<file path="config.mk">
export PLATFORM = sky130hd
export DESIGN_NAME = addr_gen_unit
export DESIGN_NICKNAME = d
export VERILOG_FILES = /design/src/verilog/vrf_cfg_pkg.sv /design/src/verilog/agu_pkg.sv /design/src/verilog/addr_gen_unit.sv
export SDC_FILE = /design/constraint.sdc
export NUM_CORES = 1
export LEC_CHECK = 0
export BUFFER_PORTS_ARGS = -buffer_cell sky130_fd_sc_hd__buf_2
export CORE_ASPECT_RATIO = 1.4
export CORE_UTILIZATION = 40
export CTS_CLUSTER_SIZE = 30
export DETAILED_ROUTE_END_ITERATION = 7
export PLACE_DENSITY_LB_ADDON = 0.05
export SETUP_SLACK_MARGIN = 0.4
export SLEW_MARGIN = 15
export SYNTH_ARGS = -nofsm -noshare
export SYNTH_HDL_FRONTEND = slang
export SYNTH_SLANG_ARGS = --single-unit
</file>
<file path="constraint.sdc">
create_clock -name clk -period 5.85 [get_ports clk]
set_input_delay 0.2925 -clock clk [delete_from_list [all_inputs] [get_ports clk]]
set_output_delay 0.2925 -clock clk [all_outputs]
set_load 0.005 [all_outputs]
</file>
<file path="src/verilog/vrf_cfg_pkg.sv">
package vrf_cfg_pkg;

    // register file geometry
    localparam int VLEN         = 512;                  // bits per vector register
    localparam int DATA_WIDTH   = 64;                   // bits per bank word
    localparam int NUM_VREGS    = 32;                   // architectural vector registers

    // one register is split into this many bank words
    localparam int OFFS_PER_REG = VLEN / DATA_WIDTH;    // 8 words

    // address widths
    localparam int VREG_ADDR_W  = $clog2(NUM_VREGS);    // 5 bits
    localparam int OFF_W        = $clog2(OFFS_PER_REG); // 3 bits
    localparam int GRP_W        = 3;                    // index in a group, up to 8 regs

    // flat bank, register address on top and word offset below
    localparam int BANK_WORDS   = NUM_VREGS * OFFS_PER_REG;
    localparam int BANK_IDX_W   = VREG_ADDR_W + OFF_W;

    // register address, wraps modulo NUM_VREGS
    typedef logic [VREG_ADDR_W-1:0] vreg_addr_t;

    // word offset within one register
    typedef logic [OFF_W-1:0]       vreg_off_t;

    // register index within a group
    typedef logic [GRP_W-1:0]       grp_idx_t;

    typedef logic [DATA_WIDTH-1:0]  vdata_t;    // one bank word

    // {addr, off} word index into the bank
    typedef logic [BANK_IDX_W-1:0]  bank_idx_t;

endpackage

</file>
<file path="src/verilog/agu_pkg.sv">
package agu_pkg;

    // address generator FSM
    // idle waits for a start strobe, busy walks the latched group
    typedef enum logic {
        AGU_IDLE = 1'b0,   // no walk running, a start is taken at once
        AGU_BUSY = 1'b1    // registers hold the next beat to present
    } agu_state_t;

    // log2 of the register group size
    localparam int LMUL_W = 2;

    // only used in whole-register mode
    // 0 -> 1 reg, 1 -> 2 regs, 2 -> 4 regs, 3 -> 8 regs
    typedef logic [LMUL_W-1:0] lmul_code_t;

endpackage

</file>
<file path="src/verilog/addr_gen_unit.sv">
`timescale 1ns/1ps

// walks one register group, one beat per cycle
module addr_gen_unit (
    input  logic                    clk,
    input  logic                    reset,
    input  logic                    en,         // start strobe
    input  logic                    whole_reg,  // group from lmul, all offsets
    input  logic                    widen,      // two beats per element
    input  agu_pkg::lmul_code_t     lmul,
    input  vrf_cfg_pkg::vreg_addr_t base_in,    // first register of the group
    input  vrf_cfg_pkg::grp_idx_t   max_reg_in, // last register index in the group
    input  vrf_cfg_pkg::vreg_off_t  max_off_in, // last offset in a register
    output vrf_cfg_pkg::vreg_addr_t addr,
    output vrf_cfg_pkg::vreg_off_t  off,
    output logic                    beat,
    output logic                    first_turn,
    output logic                    start_pulse,
    output logic                    end_pulse,
    output logic                    idle        // may issue another walk
);

    agu_pkg::agu_state_t     state;
    vrf_cfg_pkg::vreg_addr_t base_q;
    vrf_cfg_pkg::grp_idx_t   reg_q, max_reg_q;  // reg_q is the next beat's index
    vrf_cfg_pkg::vreg_off_t  off_q, max_off_q;
    logic                    widen_q;
    logic                    turn_q;            // second presentation of an element
    logic                    restart_q;         // walk relaunched on the last end beat

    logic                    busy;
    logic                    launch;            // start taken from idle
    logic                    restart;           // start taken on the end beat
    vrf_cfg_pkg::grp_idx_t   lim_reg;
    vrf_cfg_pkg::vreg_off_t  lim_off;
    vrf_cfg_pkg::vreg_addr_t cur_base;
    vrf_cfg_pkg::grp_idx_t   cur_reg, cur_max_reg;
    vrf_cfg_pkg::vreg_off_t  cur_off, cur_max_off;
    logic                    cur_widen;
    logic                    cur_turn;
    logic                    last;              // terminal count on the presented beat
    logic                    advance;           // element done, move on
    logic                    off_wrap;
    vrf_cfg_pkg::grp_idx_t   next_reg;
    vrf_cfg_pkg::vreg_off_t  next_off;

    assign busy    = (state == agu_pkg::AGU_BUSY);
    assign launch  = en & ~busy;

    // group limits for a new walk
    assign lim_reg = whole_reg ? vrf_cfg_pkg::grp_idx_t'((4'd1 << lmul) - 4'd1) : max_reg_in;
    assign lim_off = whole_reg ? vrf_cfg_pkg::vreg_off_t'(vrf_cfg_pkg::OFFS_PER_REG - 1)
                               : max_off_in;

    // launch from idle puts the first beat out in the same cycle
    always_comb begin
        if (launch) begin
            cur_base    = base_in;
            cur_reg     = '0;
            cur_off     = '0;
            cur_max_reg = lim_reg;
            cur_max_off = lim_off;
            cur_widen   = widen;
            cur_turn    = 1'b0;
        end else begin
            cur_base    = base_q;
            cur_reg     = reg_q;
            cur_off     = off_q;
            cur_max_reg = max_reg_q;
            cur_max_off = max_off_q;
            cur_widen   = widen_q;
            cur_turn    = turn_q;
        end
    end

    assign beat        = launch | busy;
    assign last        = (cur_reg == cur_max_reg) & (cur_off == cur_max_off) &
                         (~cur_widen | cur_turn);
    assign end_pulse   = beat & last;
    assign restart     = en & busy & last;      // back to back, no gap
    assign start_pulse = launch | restart_q;
    assign first_turn  = beat & ~cur_turn;
    assign idle        = ~busy;

    assign addr = cur_base + vrf_cfg_pkg::vreg_addr_t'(cur_reg); // wraps past reg 31
    assign off  = cur_off;

    // widening holds the element for one extra beat
    assign advance  = ~(cur_widen & ~cur_turn);
    assign off_wrap = (cur_off == cur_max_off);
    assign next_off = !advance ? cur_off :
                      off_wrap ? '0 : vrf_cfg_pkg::vreg_off_t'(cur_off + 3'd1);
    assign next_reg = (advance & off_wrap) ? vrf_cfg_pkg::grp_idx_t'(cur_reg + 3'd1) : cur_reg;

    always_ff @(posedge clk) begin
        if (reset) begin
            state     <= agu_pkg::AGU_IDLE;
            base_q    <= '0;
            reg_q     <= '0;
            off_q     <= '0;
            max_reg_q <= '0;
            max_off_q <= '0;
            widen_q   <= 1'b0;
            turn_q    <= 1'b0;
            restart_q <= 1'b0;
        end else begin
            restart_q <= restart;
            if (restart) begin
                // end beat goes out now, new walk starts at index 0 next cycle
                state     <= agu_pkg::AGU_BUSY;
                base_q    <= base_in;
                reg_q     <= '0;
                off_q     <= '0;
                max_reg_q <= lim_reg;
                max_off_q <= lim_off;
                widen_q   <= widen;
                turn_q    <= 1'b0;
            end else if (beat && !last) begin
                state     <= agu_pkg::AGU_BUSY;
                base_q    <= cur_base;      // latched on launch, held after
                reg_q     <= next_reg;
                off_q     <= next_off;
                max_reg_q <= cur_max_reg;
                max_off_q <= cur_max_off;
                widen_q   <= cur_widen;
                turn_q    <= cur_widen & ~cur_turn;
            end else if (beat) begin
                state     <= agu_pkg::AGU_IDLE; // walk done
                turn_q    <= 1'b0;
            end
        end
    end

endmodule

</file>
After elaboration in Yosys (flattened, before gate mapping)

Index checks and enable logic that the tools add are counted.

Reduce and logical (&&, ||, !) cells: 6
Mux-type cells: 24
Bitwise logic cells: 16
$add $sub $neg: 4
Shift operators: 1
Equality and inequality tests: 2

Operators by type and width:

| operator                                                            | number |
|---|---|
| 3-bit two-way mux                                                   | 13 |
| 5-bit two-way mux                                                   | 3 |
| 1-bit bitwise AND                                                   | 9 |
| 1-bit two-way mux                                                   | 8 |
| 3-bit by 1-bit adder with 3-bit output (second input constant)      | 2 |
| 3-bit == test                                                       | 2 |
| 5-bit by 3-bit adder with 5-bit output                              | 1 |
| 1-bit NOT                                                           | 4 |
| 2-bit nonzero test                                                  | 2 |
| 1-bit bitwise OR                                                    | 3 |
| 3-bit nonzero test                                                  | 1 |
| 1-bit by 2-bit left shift with 3-bit output (first input constant)  | 1 |
| 3-bit by 1-bit subtractor with 3-bit output (second input constant) | 1 |
| 2-bit OR reduction                                                  | 1 |
| 1-bit logical AND                                                   | 1 |
| 1-bit zero test                                                     | 1 |

Word-level logic and storage cells: 62
Input bits: 18
Bits in registers: 21
Output and inout port bits: 13

Depth between registers and ports, before layout

Depth in word-level cells: 11
Gate-level depth with buffers: 12
Gate-level depth less buffers: 10

Worst setup path after synthesis

Ideal clock, no wire load.

Kind: reg-to-output
Start: reg state, in the netlist busy
End: out addr[4]
Data required time: 5.558 ns
Path buffers: 2
Path slack: 3.538 ns
Data arrival time: 2.020 ns
Stages on the path, launching flop included: 12
Cell sequence: dfxtp_1 buf_4 nand2b_1 clkbuf_1 and2_1 ha_1 inv_1 fa_1 inv_1 a21oi_1 nor2_1 xnor2_1

Word-level cells in the longest chain between the ends: 4
Elaborated cells on any way between the ends: 5
Classes of those cells: 1 x add/sub; 2 x mux; 2 x bitwise

RTL lines:

| element                                                | RTL line             | source |
|---|---|---|
| from (decl)                                            | addr_gen_unit.sv:23  | `agu_pkg::agu_state_t state;` |
| from (signal assigned)                                 | addr_gen_unit.sv:97  | `state <= agu_pkg::AGU_IDLE;` |
| from (signal assigned)                                 | addr_gen_unit.sv:110 | `state <= agu_pkg::AGU_BUSY;` |
| from (signal assigned)                                 | addr_gen_unit.sv:119 | `state <= agu_pkg::AGU_BUSY;` |
| 1-bit NOT (*)                                          | addr_gen_unit.sv:48  | `assign launch = en & ~busy;` |
| 1-bit bitwise AND (*)                                  | addr_gen_unit.sv:48  |  |
| 5-bit two-way mux or 3-bit two-way mux (tied branches) | addr_gen_unit.sv:57  | `if (launch) begin` |
| 5-bit by 3-bit adder with 5-bit output (*)             | addr_gen_unit.sv:85  | `assign addr = cur_base + vrf_cfg_pkg::vreg_addr_t'(cur_reg);` |
| to (decl)                                              | addr_gen_unit.sv:14  | `output vrf_cfg_pkg::vreg_addr_t addr,` |

Every way passes the cells marked *; elsewhere a longest branch is shown, timed or not.

Final worst setup path

Same ends and word-level chain as after synthesis.

==> results.md <==
- Outcome: completed
- Sequential share of power: 40.6%
- Area leader, netlist: dfxtp_1
- # diodes: 0
- CP Class: flip-flop to output port
- Post-Syn Instances: roughly 180
- Post_cts resized: 0
- Leakage power: 0.718 nW
- Number of flops mapped to enable cells by yosys: 0
- CP max stage delay: 0.54 ns
- Final std cells w/o fill: 246
- Initial DRC Count: 33
- Vias in the first global route: 1364
- Post-synthesis cell type count: 44
- Fin util: approximately 48%
- Clock Sinks: 21
- Place WS: 3.12 ns
- Hpwl dp: 2890 um
- Critical path launch point type: flip-flop
- Power density over the cells: 260 mW/mm^2
- Buffers added on ports: 30
- Post-CTS setup buffers: 0
- Logic pwr share: between 30% and 40%
- Synth top area cells: dfxtp_1, a21oi_1, o21ai_0
- Seq/Total Area, Yosys: between 20% and 30%
- CP required: 5.56 ns
- CP arrival: between 2 and 3 ns
- CTS buffer count: 3
- Critical-path top delay cell: dfxtp_1
- Grt total ovfl: 0
- DRC Markers: 0
- Final hold viol count: 0
- Global-route wire length before repair: 6250 um
- Syn-to-layout area delta: 12.7%
- Synth warn: 0
- Syn nets: ~210
- Min cycle time layout: 3.00 ns
- Switching power: around 160 uW
- Synthesized flop and latch total: 21
- CTS tree: built
- # placed instances: 242
- Net Sw Frac: 37.8%
- Clock Power Share: 23.6%
- Clock-pin transition on the worst setup and hold timing paths: 0.08 ns
- Die W: 52.7 um
- Period Utilization, post-route: 51.3%
- Worst-path fanout max: 16
- Initial Util: a little over two fifths
- Max Buffers Root-to-Sink: 2
- Final Skew: 0.00186 ns
- # rows: 25
- RSZ-0062 raised after global routing: false
- Die Area: 0.00384 mm^2
- Main synth FF type: dfxtp_1
- Final WL: roughly 3800 um
- Peak supply drop: about 0.00015 V
- Total power: between 400 and 500 uW
- Crit. End Element: output port
- Worst Tran Pin Value: 0.940 ns
- Share of layout cells above drive strength 1: 18.9%
- Fmax: ~0.33 GHz
- WHS Path Cells: 3
- Nets: 231
- Synth top area share: 29.2%
- Max-slew violation count: 0
- Vias per inst: 5.82
- Fin worst setup slack: between 2 and 3 ns
- Root Buffer: clkbuf_8
- Skew-Pair Late Insertion Delay: 0.27 ns
- Final setup viols: 0
- I/O pin count: 31
- Area of the mapped netlist: 0.00144 mm^2
- Top cell by count, worst path: inv_1
- Initial antenna violation count: 0
- Fillers: 352
- Synthesized area per cell: 7.86 um^2
- Internal power: 262 uW
- Detailed Routing Iterations Pass 1: 4
- Slew headroom: 37.1%
- WL/cell: between 15 and 20 um
- HP Class: primary input to flip-flop
- Hold-fix buffers, CTS: 0
- Die Height: 73.0 um
- Setup TNS Final: 0 ns
- Synth async-reset ratio: 0%
- CP cell instances: nand2b_1 -> and2_1 -> ha_1 -> inv_1 -> fa_1 -> inv_1 -> a21oi_1 -> nor2_1 -> xnor2_1 -> buf_2
- Via count: 1432
- Core footprint: 0.00341 mm^2
- Max Cap Violations: 0
- Routability Congestion: 0.841
- Cell count of the worst reg-to-reg path: 5
- CTS H-tree depth: 1
- GRT Util Overall: 21.6%
- Pin count of the biggest net entering global routing: 17
- Number of nets still failing antenna checks after routing: 0
cells in the mapped netlist (all sizes together) (2+ instances only):
cell,count
a21oi,21
dfxtp,21
nand2,16
o21ai,16
nor2,9
inv,8
nand3,7
and2,6
buf,6
a211oi,5
clkbuf,5
ha,5
mux2i,5
xnor2,5
nand4,4
nor2b,4
nor4,4
o31ai,4
xor2,4
a31oi,3
nand2b,3
a21o,2
and3,2
and4,2
o211ai,2
cell usage in the layout (no fill, tap or decap), types with 2 or more instances in the layout:
cell	count
a21o_1	2
nor2_1	9
and2_1	5
o21ai_0	16
a211oi_1	5
a21oi_1	21
nor2b_1	4
nand2_1	16
mux2i_1	5
nand3_1	7
nor4_1	4
clkbuf_8	3
nand2b_1	3
and3_1	2
xnor2_1	5
dfxtp_1	21
xor2_1	4
o211ai_1	2
buf_2	30
o31ai_1	3
a31oi_1	3
inv_1	8
nand4_1	4
ha_1	5
final timing paths:
path	startpoint	endpoint	slack (ns)
worst max-delay path	busy$_SDFFE_PP0P_	addr[4]	2.85
worst min-delay path	base_in[3]	base_q[3]$_SDFFE_PP0P_	0.28
worst max register to register	busy$_SDFFE_PP0P_	off_q[1]$_SDFFE_PP0P_	3.14
worst min register to register	base_q[3]$_SDFFE_PP0P_	base_q[3]$_SDFFE_PP0P_	0.49
cell families after synthesis:
kind of cell    count (synthesis)  synth area share [%]
compound gates                 61                  27.0
simple gates                   61                  22.3
flops                          21                  29.2
buf+inv                        20                  6.78
xor+xnor                        9                  5.48
fa+ha+maj                       6                  5.74
mux                             5                  3.48
final cells by class:
class,count,area (um^2),area share [%]
clock inverter,1,5.00,0.309
sequential,21,420,25.9
multi-input combinational,142,921,56.8
inverter,9,33.8,2.08
clock buffer,3,41.3,2.55
tap,40,50.0,3.09
timing repair buffer,30,150,9.26
per-stage QoR:
step / hold slack [ns] / cell area, um^2
after global routing: 0.284 / 1620
after detailed placement: 0.478 / 1580
after global placement: 0.467 / 1580
after floorplan: 0.362 / 1440
final: 0.281 / 1620
after CTS: 0.281 / 1620
metal layers:
layer  part of all wire [%]  GRT usage (%)
met5                      0              0
met2                     47           34.7
met1                     47           28.5
met4                    2.5           8.77
met3                    3.0           3.13
power by group through the flow:
stage / Combinational, mW / Sequential (mW) / Clock [mW]
floorplan: 0.120 / 0.168 / 0
finish: 0.151 / 0.171 / 0.0995
global route: 0.168 / 0.174 / 0.108
detailed placement: 0.151 / 0.174 / 0
global placement: 0.148 / 0.174 / 0
CTS: 0.151 / 0.171 / 0.101
flip-flops by register name, indices dropped and copies added (netlist names):
signal / flops
busy: 1
reg_q: 3
off_q: 3
turn_q: 1
max_off_q: 3
base_q: 5
max_reg_q: 3
restart_q: 1
widen_q: 1
critical path, delay by kind of cell (launching register included):
family,cells,cell delay [ns]
buffers and inverters,3,0.25
XOR/XNOR,1,0.12
flip-flops,1,0.54
AO/OA/AOI/OAI,1,0.07
AND/OR/NAND/NOR,3,0.90
adder cells (fa/ha/maj),2,0.56
Power figures use the tool's default switching activity.
